**src/rv_core_cfg.svh**
```systemverilog
//////////////////////////////
// rv core configuration
// Widths, register count and fetch parameters
// shared by the core and its packages.
//////////////////////////////

`ifndef RV_CORE_CFG_SVH
`define RV_CORE_CFG_SVH

// data and address width of the integer core.
`define RV_XLEN 32

`define RV_REG_COUNT 32

// first fetch address after reset, and the step between instructions.
`define RV_RESET_PC 32'h0000_0000
`define RV_PC_STEP 4

`endif

```
**src/rv_core_pkg.sv**
```systemverilog
//////////////////////////////
// rv core package
// Pipeline data types shared by the stages.
//////////////////////////////

`include "rv_core_cfg.svh"

package rv_core_pkg;

    typedef logic [`RV_XLEN-1:0] word_t;
    typedef logic [4:0]          reg_addr_t;

    // operations the execute stage knows; ALU_PASS forwards operand b.
    typedef enum logic [3:0] {
        ALU_ADD,
        ALU_SUB,
        ALU_AND,
        ALU_OR,
        ALU_XOR,
        ALU_SLT,
        ALU_SLTU,
        ALU_PASS
    } alu_op_e;

endpackage

```
**src/rv_isa_pkg.sv**
```systemverilog
//////////////////////////////
// rv isa package
// Instruction word and the encoding fields
// of the kept integer subset.
//////////////////////////////

package rv_isa_pkg;

    typedef logic [31:0] instr_t;

    // major opcodes that decode accepts, everything else is a bubble.
    typedef enum logic [6:0] {
        OPC_OP     = 7'b0110011,
        OPC_OP_IMM = 7'b0010011,
        OPC_LUI    = 7'b0110111
    } opcode_e;

    typedef enum logic [2:0] {
        F3_ADD_SUB = 3'b000,
        F3_SLT     = 3'b010,
        F3_SLTU    = 3'b011,
        F3_XOR     = 3'b100,
        F3_OR      = 3'b110,
        F3_AND     = 3'b111
    } funct3_e;

    // funct7 values of the register-register group.
    // the alternate value selects subtraction.
    localparam logic [6:0] F7_BASE = 7'b0000000;
    localparam logic [6:0] F7_ALT  = 7'b0100000;

endpackage
```
**src/decode_unit.sv**
```systemverilog
//////////////////////////////
// decode unit
// Decodes the kept instructions, forwards operands
// and registers the issue bundle for execute.
//////////////////////////////

`timescale 1ns/1ps

module decode_unit (
    input  logic                    clk,
    input  logic                    reset,
    input  logic                    stall_i,
    input  rv_isa_pkg::instr_t      instruction_i,
    input  logic                    fetch_valid_i,
    output rv_core_pkg::reg_addr_t  rs1_o,
    output rv_core_pkg::reg_addr_t  rs2_o,
    input  rv_core_pkg::word_t      rs1_data_i,
    input  rv_core_pkg::word_t      rs2_data_i,
    input  logic                    ex_valid_i,
    input  rv_core_pkg::reg_addr_t  ex_rd_i,
    input  rv_core_pkg::word_t      ex_result_i,
    input  logic                    wb_valid_i,
    input  rv_core_pkg::reg_addr_t  wb_rd_i,
    input  rv_core_pkg::word_t      wb_data_i,
    output logic                    issue_valid_o,
    output rv_core_pkg::alu_op_e    issue_op_o,
    output rv_core_pkg::reg_addr_t  issue_rd_o,
    output rv_core_pkg::word_t      issue_a_o,
    output rv_core_pkg::word_t      issue_b_o
);

    import rv_isa_pkg::*;
    import rv_core_pkg::*;

    logic    dec_valid;
    alu_op_e dec_op;
    logic    use_imm;
    word_t   imm;
    word_t   op_a;
    word_t   op_rs2;

    assign rs1_o = instruction_i[19:15];
    assign rs2_o = instruction_i[24:20];

    always_comb begin
        dec_valid = 1'b0;
        dec_op    = ALU_ADD;
        use_imm   = 1'b0;
        imm       = word_t'($signed(instruction_i[31:20]));
        case (opcode_e'(instruction_i[6:0]))
            OPC_OP: begin
                dec_valid = 1'b1;
                if (instruction_i[31:25] == F7_ALT && instruction_i[14:12] == F3_ADD_SUB) begin
                    dec_op = ALU_SUB;
                end else if (instruction_i[31:25] != F7_BASE) begin
                    dec_valid = 1'b0;
                end else begin
                    case (funct3_e'(instruction_i[14:12]))
                        F3_ADD_SUB: dec_op = ALU_ADD;
                        F3_SLT:     dec_op = ALU_SLT;
                        F3_SLTU:    dec_op = ALU_SLTU;
                        F3_XOR:     dec_op = ALU_XOR;
                        F3_OR:      dec_op = ALU_OR;
                        F3_AND:     dec_op = ALU_AND;
                        default:    dec_valid = 1'b0;
                    endcase
                end
            end
            // only ADDI is kept from the immediate group.
            OPC_OP_IMM: begin
                dec_valid = (instruction_i[14:12] == F3_ADD_SUB);
                use_imm   = 1'b1;
            end
            OPC_LUI: begin
                dec_valid = 1'b1;
                dec_op    = ALU_PASS;
                use_imm   = 1'b1;
                imm       = {instruction_i[31:12], 12'b0};
            end
            default: dec_valid = 1'b0;
        endcase
    end

    // execute holds the youngest producer and wins over write-back, which wins over the bank.
    function automatic word_t forward(reg_addr_t rs, word_t bank_data);
        if (rs == '0)                       return '0;
        else if (ex_valid_i && ex_rd_i == rs) return ex_result_i;
        else if (wb_valid_i && wb_rd_i == rs) return wb_data_i;
        else                                return bank_data;
    endfunction

    always_comb begin
        op_a   = forward(rs1_o, rs1_data_i);
        op_rs2 = forward(rs2_o, rs2_data_i);
    end

    always_ff @(posedge clk) begin
        if (reset) begin
            issue_valid_o <= 1'b0;
        end else if (!stall_i) begin
            issue_valid_o <= dec_valid && fetch_valid_i;
        end
    end

    always_ff @(posedge clk) begin
        if (!stall_i) begin
            issue_op_o <= dec_op;
            issue_rd_o <= instruction_i[11:7];
            issue_a_o  <= op_a;
            issue_b_o  <= use_imm ? imm : op_rs2;
        end
    end

    // a stalled edge freezes the stage, so no new issue can appear after it.
    issue_frozen_a: assert property (@(posedge clk) disable iff (reset)
        $past(stall_i) |-> !$rose(issue_valid_o));

endmodule

```
**src/execute_unit.sv**
```systemverilog
//////////////////////////////
// execute unit
// Integer ALU and the write-back register
// that drives retirement.
//////////////////////////////

`timescale 1ns/1ps

module execute_unit (
    input  logic                    clk,
    input  logic                    reset,
    input  logic                    stall_i,
    input  logic                    issue_valid_i,
    input  rv_core_pkg::alu_op_e    issue_op_i,
    input  rv_core_pkg::reg_addr_t  issue_rd_i,
    input  rv_core_pkg::word_t      issue_a_i,
    input  rv_core_pkg::word_t      issue_b_i,
    output logic                    ex_valid_o,
    output rv_core_pkg::reg_addr_t  ex_rd_o,
    output rv_core_pkg::word_t      ex_result_o,
    output logic                    wb_valid_o,
    output rv_core_pkg::reg_addr_t  wb_rd_o,
    output rv_core_pkg::word_t      wb_data_o
);

    import rv_core_pkg::*;

    always_comb begin
        case (issue_op_i)
            ALU_ADD:  ex_result_o = issue_a_i + issue_b_i;
            ALU_SUB:  ex_result_o = issue_a_i - issue_b_i;
            ALU_AND:  ex_result_o = issue_a_i & issue_b_i;
            ALU_OR:   ex_result_o = issue_a_i | issue_b_i;
            ALU_XOR:  ex_result_o = issue_a_i ^ issue_b_i;
            ALU_SLT:  ex_result_o = word_t'($signed(issue_a_i) < $signed(issue_b_i));
            ALU_SLTU: ex_result_o = word_t'(issue_a_i < issue_b_i);
            default:  ex_result_o = issue_b_i;
        endcase
    end

    // the live result is visible to decode for forwarding.
    assign ex_valid_o = issue_valid_i;
    assign ex_rd_o    = issue_rd_i;

    // a stalled edge drops the strobe, so each instruction retires once;
    // the held issue bundle retires after the stall.
    always_ff @(posedge clk) begin
        if (reset || stall_i) begin
            wb_valid_o <= 1'b0;
        end else begin
            wb_valid_o <= issue_valid_i;
        end
    end

    always_ff @(posedge clk) begin
        if (!stall_i) begin
            wb_rd_o   <= issue_rd_i;
            wb_data_o <= ex_result_o;
        end
    end

    no_retire_after_stall_a: assert property (@(posedge clk) disable iff (reset)
        $past(stall_i) |-> !wb_valid_o);

endmodule

```
**src/fetch_unit.sv**
```systemverilog
//////////////////////////////
// fetch unit
// Program counter that produces sequential
// word addresses for the instruction memory.
//////////////////////////////

`timescale 1ns/1ps

`include "rv_core_cfg.svh"

module fetch_unit (
    input  logic                clk,
    input  logic                reset,
    input  logic                stall_i,
    output rv_core_pkg::word_t  pc_o,
    output rv_core_pkg::word_t  fetch_pc_o,
    output logic                fetch_valid_o
);

    import rv_core_pkg::*;

    // the memory answers one cycle later, so the previous address is kept
    // next to a valid bit that marks the first real fetch.
    always_ff @(posedge clk) begin
        if (reset) begin
            pc_o          <= `RV_RESET_PC;
            fetch_pc_o    <= `RV_RESET_PC;
            fetch_valid_o <= 1'b0;
        end else if (!stall_i) begin
            pc_o          <= pc_o + word_t'(`RV_PC_STEP);
            fetch_pc_o    <= pc_o;
            fetch_valid_o <= 1'b1;
        end
    end

    // the instruction memory is word addressed.
    pc_aligned_a: assert property (@(posedge clk) disable iff (reset)
        pc_o[1:0] == 2'b00);

endmodule

```
**src/reg_bank.sv**
```systemverilog
//////////////////////////////
// register bank
// Integer register file with two combinational
// reads and one write port.
//////////////////////////////

`timescale 1ns/1ps

`include "rv_core_cfg.svh"

module reg_bank (
    input  logic                    clk,
    input  logic                    reset,
    input  rv_core_pkg::reg_addr_t  rs1_i,
    input  rv_core_pkg::reg_addr_t  rs2_i,
    input  rv_core_pkg::reg_addr_t  rd_i,
    input  logic                    write_i,
    input  rv_core_pkg::word_t      data_i,
    output rv_core_pkg::word_t      rs1_data_o,
    output rv_core_pkg::word_t      rs2_data_o
);

    import rv_core_pkg::*;

    word_t regs [`RV_REG_COUNT];

    always_ff @(posedge clk) begin
        if (reset) begin
            for (int i = 0; i < `RV_REG_COUNT; i++) begin
                regs[i] <= '0;
            end
        end else if (write_i && rd_i != '0) begin
            regs[rd_i] <= data_i;
        end
    end

    // register zero reads zero whatever the array holds.
    assign rs1_data_o = (rs1_i == '0) ? '0 : regs[rs1_i];
    assign rs2_data_o = (rs2_i == '0) ? '0 : regs[rs2_i];

    x0_zero_a: assert property (@(posedge clk) disable iff (reset)
        regs[0] == '0);

endmodule

```
**src/rv_core_top.sv**
```systemverilog
//////////////////////////////
// rv core top
// Three-stage integer pipeline with a
// retirement trace port.
//////////////////////////////

`timescale 1ns/1ps

module rv_core_top (
    input  logic                    clk,
    input  logic                    reset,
    input  logic                    stall_i,
    input  rv_isa_pkg::instr_t      instruction_i,
    output rv_core_pkg::word_t      instruction_address_o,
    output logic                    retire_valid_o,
    output rv_core_pkg::reg_addr_t  retire_rd_o,
    output rv_core_pkg::word_t      retire_data_o
);

    import rv_core_pkg::*;

    logic      fetch_valid;
    reg_addr_t rs1;
    reg_addr_t rs2;
    word_t     rs1_data;
    word_t     rs2_data;
    logic      issue_valid;
    alu_op_e   issue_op;
    reg_addr_t issue_rd;
    word_t     issue_a;
    word_t     issue_b;
    logic      ex_valid;
    reg_addr_t ex_rd;
    word_t     ex_result;
    logic      wb_valid;
    reg_addr_t wb_rd;
    word_t     wb_data;

    // decode pairs instruction_i with the valid bit alone and needs no fetch address.
    fetch_unit u_fetch (
        .clk           (clk),
        .reset         (reset),
        .stall_i       (stall_i),
        .pc_o          (instruction_address_o),
        .fetch_pc_o    (),
        .fetch_valid_o (fetch_valid)
    );

    reg_bank u_reg_bank (
        .clk        (clk),
        .reset      (reset),
        .rs1_i      (rs1),
        .rs2_i      (rs2),
        .rd_i       (wb_rd),
        .write_i    (wb_valid),
        .data_i     (wb_data),
        .rs1_data_o (rs1_data),
        .rs2_data_o (rs2_data)
    );

    decode_unit u_decode (
        .clk           (clk),
        .reset         (reset),
        .stall_i       (stall_i),
        .instruction_i (instruction_i),
        .fetch_valid_i (fetch_valid),
        .rs1_o         (rs1),
        .rs2_o         (rs2),
        .rs1_data_i    (rs1_data),
        .rs2_data_i    (rs2_data),
        .ex_valid_i    (ex_valid),
        .ex_rd_i       (ex_rd),
        .ex_result_i   (ex_result),
        .wb_valid_i    (wb_valid),
        .wb_rd_i       (wb_rd),
        .wb_data_i     (wb_data),
        .issue_valid_o (issue_valid),
        .issue_op_o    (issue_op),
        .issue_rd_o    (issue_rd),
        .issue_a_o     (issue_a),
        .issue_b_o     (issue_b)
    );

    execute_unit u_execute (
        .clk           (clk),
        .reset         (reset),
        .stall_i       (stall_i),
        .issue_valid_i (issue_valid),
        .issue_op_i    (issue_op),
        .issue_rd_i    (issue_rd),
        .issue_a_i     (issue_a),
        .issue_b_i     (issue_b),
        .ex_valid_o    (ex_valid),
        .ex_rd_o       (ex_rd),
        .ex_result_o   (ex_result),
        .wb_valid_o    (wb_valid),
        .wb_rd_o       (wb_rd),
        .wb_data_o     (wb_data)
    );

    // the write-back port is also the retirement trace.
    assign retire_valid_o = wb_valid;
    assign retire_rd_o    = wb_rd;
    assign retire_data_o  = wb_data;

endmodule

```
**config.mk**
```make
export PLATFORM = sky130hd
export DESIGN_NAME = rv_core_top
export DESIGN_NICKNAME = d
export VERILOG_FILES = /design/src/rv_core_pkg.sv /design/src/rv_isa_pkg.sv /design/src/decode_unit.sv /design/src/execute_unit.sv /design/src/fetch_unit.sv /design/src/reg_bank.sv /design/src/rv_core_top.sv
export VERILOG_INCLUDE_DIRS = /design/src
export SDC_FILE = /design/constraint.sdc
export NUM_CORES = 2
export LEC_CHECK = 0
export BUFFER_PORTS_ARGS = -buffer_cell sky130_fd_sc_hd__buf_2
export CAP_MARGIN = 20
export CORE_MARGIN = 3
export CORE_UTILIZATION = 55
export DETAILED_ROUTE_END_ITERATION = 12
export PLACE_DENSITY = 0.67
export SETUP_SLACK_MARGIN = 0.4
export SYNTH_ARGS = -nofsm -noshare
export SYNTH_HDL_FRONTEND = slang
export SYNTH_HIERARCHICAL = 1
export SYNTH_SLANG_ARGS = --single-unit
```
**constraint.sdc**
```tcl
create_clock -name clk -period 8.6 [get_ports clk]
set_input_delay 1.72 -clock clk [delete_from_list [all_inputs] [get_ports clk]]
set_output_delay 1.72 -clock clk [all_outputs]
set_load 0.01 [all_outputs]
```
======== Word level (Yosys, flattened, before mapping) ========
Memory sizes are Yosys's and may differ from the RTL's.
Cells that the tools add are included.
word-level totals
  flip-flop bits (word level) ............. 145
  bits in latches ......................... 0
  bits in writable memories ............... 1024
  bits in read-only memories .............. 0
  input bits .............................. 35
  output and inout port bits .............. 70
  logic and storage cells ................. 80
  memories ................................ 1
operators by class
  add/subtract/negate cells ............... 3
  multiply operators ...................... 0
  div/mod/pow operators ................... 0
  order comparisons ....................... 2
  equal/unequal tests ..................... 19
  shift-type cells ........................ 0
  muxes and demuxes ....................... 25
  bitwise operators ....................... 3
  reductions and logical operators ........ 17
memory list
  memory           words  width  rd ports  clocked after Yosys merged registers in  wr ports  RTL line        source
  u_reg_bank.regs  32     32     2         0                                        32        reg_bank.sv:25  word_t regs [`RV_REG_COUNT];
operator list
  cell                   count
  $mux 32                7
  $pmux 32 s7            1
  $lt 32x32->1           2
  $add 32x3->32 const B  1
  $add 32x32->32         1
  $and 32x32->32         1
  $or 32x32->32          1
  $reduce_or 32->1       1
  $sub 32x32->32         1
  $xor 32x32->32         1
  $mux 31                1
  $eq 7x6->1 const B     3
  $eq 5x5->1             4
  $pmux 3 s5             1
  $eq 4x3->1 const B     3
  $logic_not 5->1        2
  $mux 1                 10
  $eq 3x3->1 const B     3
  $eq 4x2->1 const B     2
  $mux 4                 2
  $pmux 4 s2             1
  $eq 7x5->1 const B     1
  $logic_and 1x1->1      7
  $reduce_bool 7->1      1
  other kinds (10)       11

======== Depth between registers and ports, before layout ========
  depth in word-level cells ............... 7
  mapped depth ............................ 14
  depth with buffers taken out ............ 14

======== Cells and area by module ========
Netlist, hierarchy kept.
by module, submodules not included
  module        instances  cells an instance  area each (um^2)  sequential area each (um^2)
  reg_bank      1          3502               54255.8           30749.5
  execute_unit  1          914                6729.0            1131.1
  decode_unit   1          450                4879.7            2182.1
  fetch_unit    1          264                2511.2            1221.2

======== Least setup slack after synthesis ========
No wires, ideal clock.
  path kind ............................... in2reg
  start ................................... input port instruction_i[20]
  end ..................................... register u_decode.issue_b_o[13] (data pin)
  library setup time ...................... 0.271 ns
  data arrival time ....................... 3.789 ns
  required time ........................... 8.329 ns
  slack ................................... 4.540 ns
  stages .................................. 13
  path buffers ............................ 6
  cell sequence ........................... buf_4 -> buf_2 -> buf_6 -> buf_6 -> buf_4 -> buf_2 -> mux2i_1 -> o22ai_1 -> a2111oi_1 -> nor3_1 -> a21boi_0 -> a211oi_1 -> o22ai_1
on the way
  elaborated cells on any way between the ends .. 10
  those cells by class .................... eq/ne (2); mux (4); reduce/logical (3); memory (1)
RTL lines
  element               RTL line            source
  from (decl)           rv_core_top.sv:13   input rv_isa_pkg::instr_t instruction_i,
  $mem_v2 32x32         --
  net rs2_data[13]      rv_core_top.sv:26   word_t rs2_data;
  $mux 32               decode_unit.sv:88   else if (wb_valid_i && wb_rd_i == rs) return wb_data_i;
  $mux 32               decode_unit.sv:87   else if (ex_valid_i && ex_rd_i == rs) return ex_result_i;
  $mux 32               decode_unit.sv:86   if (rs == '0) return '0;
  $mux 32               decode_unit.sv:110  issue_b_o <= use_imm ? imm : op_rs2;
  to (signal assigned)  decode_unit.sv:110
  to (decl)             decode_unit.sv:29   output rv_core_pkg::word_t issue_b_o
The timed path passes the listed nets, and every way through them passes these cells.
A chain may end at the register's enable or synchronous reset.

======== Worst setup path in the final report ========
  start ................................... input port instruction_i[22]
  end ..................................... register u_decode.issue_b_o[29] (data pin)
The elaborated chain is that of the path after synthesis.

==> results.tsv <==
metric	value	unit
outcome	complete, but fails checks	
violations	antenna violations	
die_h	356	um
fin_nets	5119	
rows	127	
drtAntennaViolNets	1	
vias	48700	
cts_setup_buffers	0	
dp_hpwl	148000	um
hold_class	reg2reg	
clock_path_buffers	3	
routed_wl	247000	um
p_leak	26.7	nW
first_pass_iters	9	
antenna_found_initial	15	
numPlacedInstances	6452	
critPathMaxFanout	49	
min_period	4.89	ns
p_total	14.4	mW
die_w	356	um
htreeDepth	4	
place_area	69200	um2
relSlewSlack	14.8	%
rsz0062_at_grt	no	
seqCellArea	34700	um2
grt_pass1_vias	46900	
cts_buffers	132	
worstSkewPairLatency	0.81	ns
r2r_cells	13	
netlist_area	67300	um2
cts_tree	done	
final_cells	6705	
crit_arrival	5.43	ns
grt_start_max_net_pins	95	
cts_root_buf	clkbuf_16	
vias_per_cell	7.27	
post_cts_resized	0	
pwr_density_cell	196	nW/um2
clk_pin_slew	0.06	ns
yosysWarnings	6	
holdPathStages	2	
max_freq	0.204	GHz
grt.total_usage	38.8	%
maxSlewViolCount	0	
multi_input_area	30100	um2
finalCritPeriodShare	56.9	%
gp_congestion	0.980	
area_growth	9.06	%
grt_pass1_wl	347000	um
drive_above_1_share	22.2	%
setup_tns	0	ns
hold_violations	0	
grt-ovfl-total	0	
path_class	in2reg	
portBuffers	102	
hold_buffers	0	
worst_pin_slew	1.27	ns
routedWlPerCell	36.9	um
drc	0	
fillers	9207	
final_cell_area	73400	um2
hold-worst-slack	0.488	ns
cts_sinks	1166	
start_util	55.8	%
setup_violations	0	
worstPathRequired	9.14	ns
dp_worst_setup_slack	3.01	ns
postSynthCellCount	5034	
drt_iter0_markers	8306	
die_area	127000	um2
ios	105	
drv_cap	0	
timing.final.ws_setup	3.71	ns
vdd_drop_max	225	uV
cp-end-kind	register	
coreArea	121000	um2
fin_util	60.8	%
syn_area_per_cell	13.4	um2
skew	0.0282	ns
start_kind	input port	
[sequential cells by signal, indices dropped and copies added, names as in the netlist]
| register | flops |
|---|---|
| u_decode/issue_a_o | 32 |
| u_decode/issue_b_o | 32 |
| u_decode/issue_op_o | 3 |
| u_decode/issue_rd_o | 5 |
| u_decode/issue_valid_o | 1 |
| u_execute/wb_data_o | 32 |
| u_execute/wb_rd_o | 5 |
| u_execute/wb_valid_o | 1 |
| u_fetch/fetch_valid_o | 1 |
| u_fetch/pc_o | 30 |
| u_reg_bank/regs | 1024 |
[final cells by class]
cell class                 count  share of cell area, %
sequential                  1166                   47.2
clock buffer                 172                   4.77
tap                         1612                   2.75
inverter                     106                  0.542
clock inverter                62                  0.859
antenna                       15                 0.0511
multi-input combinational   3281                   41.0
timing repair buffer         291                   2.81
[critical path, stage by stage]
cell	delay, ns
clkbuf_8	0.34
buf_4	0.41
or3b_2	0.55
buf_4	0.49
o22ai_1	0.16
a2111oi_1	1.08
nor3_1	0.11
a21boi_0	0.19
a211oi_2	0.18
o22ai_1	0.11
[where the power goes]
group          switching [mW]  internal (mW)
Sequential              0.176           6.47
Combinational            1.44          0.778
Clock                    2.42           3.12
[layout by cell type, fill, tap and decap left out, types with 35 or more instances in the layout]
cell / count
a211oi_2: 46
o21ai_0: 113
or2_2: 36
edfxtp_1: 1133
mux4_2: 472
mux2i_1: 190
a2111oi_1: 39
a22o_1: 51
inv_1: 99
buf_2: 96
nand2_1: 77
a21oi_1: 170
clkbuf_1: 36
and2_1: 1001
ha_1: 104
nor2_1: 140
clkbuf_16: 133
buf_4: 181
o22ai_1: 128
conb_1: 35
nor3_1: 78
[path summary, 6_finish.rpt]
path                                          end                          startpoint  slack, ns
min            u_fetch/fetch_valid_o$_SDFFE_PP0N_  u_fetch/fetch_valid_o$_SDFFE_PP0N_       0.49
min reg2reg    u_fetch/fetch_valid_o$_SDFFE_PP0N_  u_fetch/fetch_valid_o$_SDFFE_PP0N_       0.49
max reg2reg  u_decode/issue_a_o[22]$_SDFFCE_PN0N_    u_decode/issue_b_o[10]$_DFFE_PN_       3.82
max              u_decode/issue_b_o[29]$_DFFE_PN_                   instruction_i[22]       3.71
[per-layer routing]
| layer | up-vias | GRT usage [%] | wire length (um) |
|---|---|---|---|
| li1 | 19100 | - | - |
| met1 | 24300 | 51.5 | 87400 |
| met2 | 4316 | 56.9 | 108000 |
| met3 | 929 | 11.5 | 35100 |
| met4 | 8 | 22.5 | 16800 |
| met5 | - | 0.0385 | 54 |
Note: power is estimated with default switching activity, not from simulation.
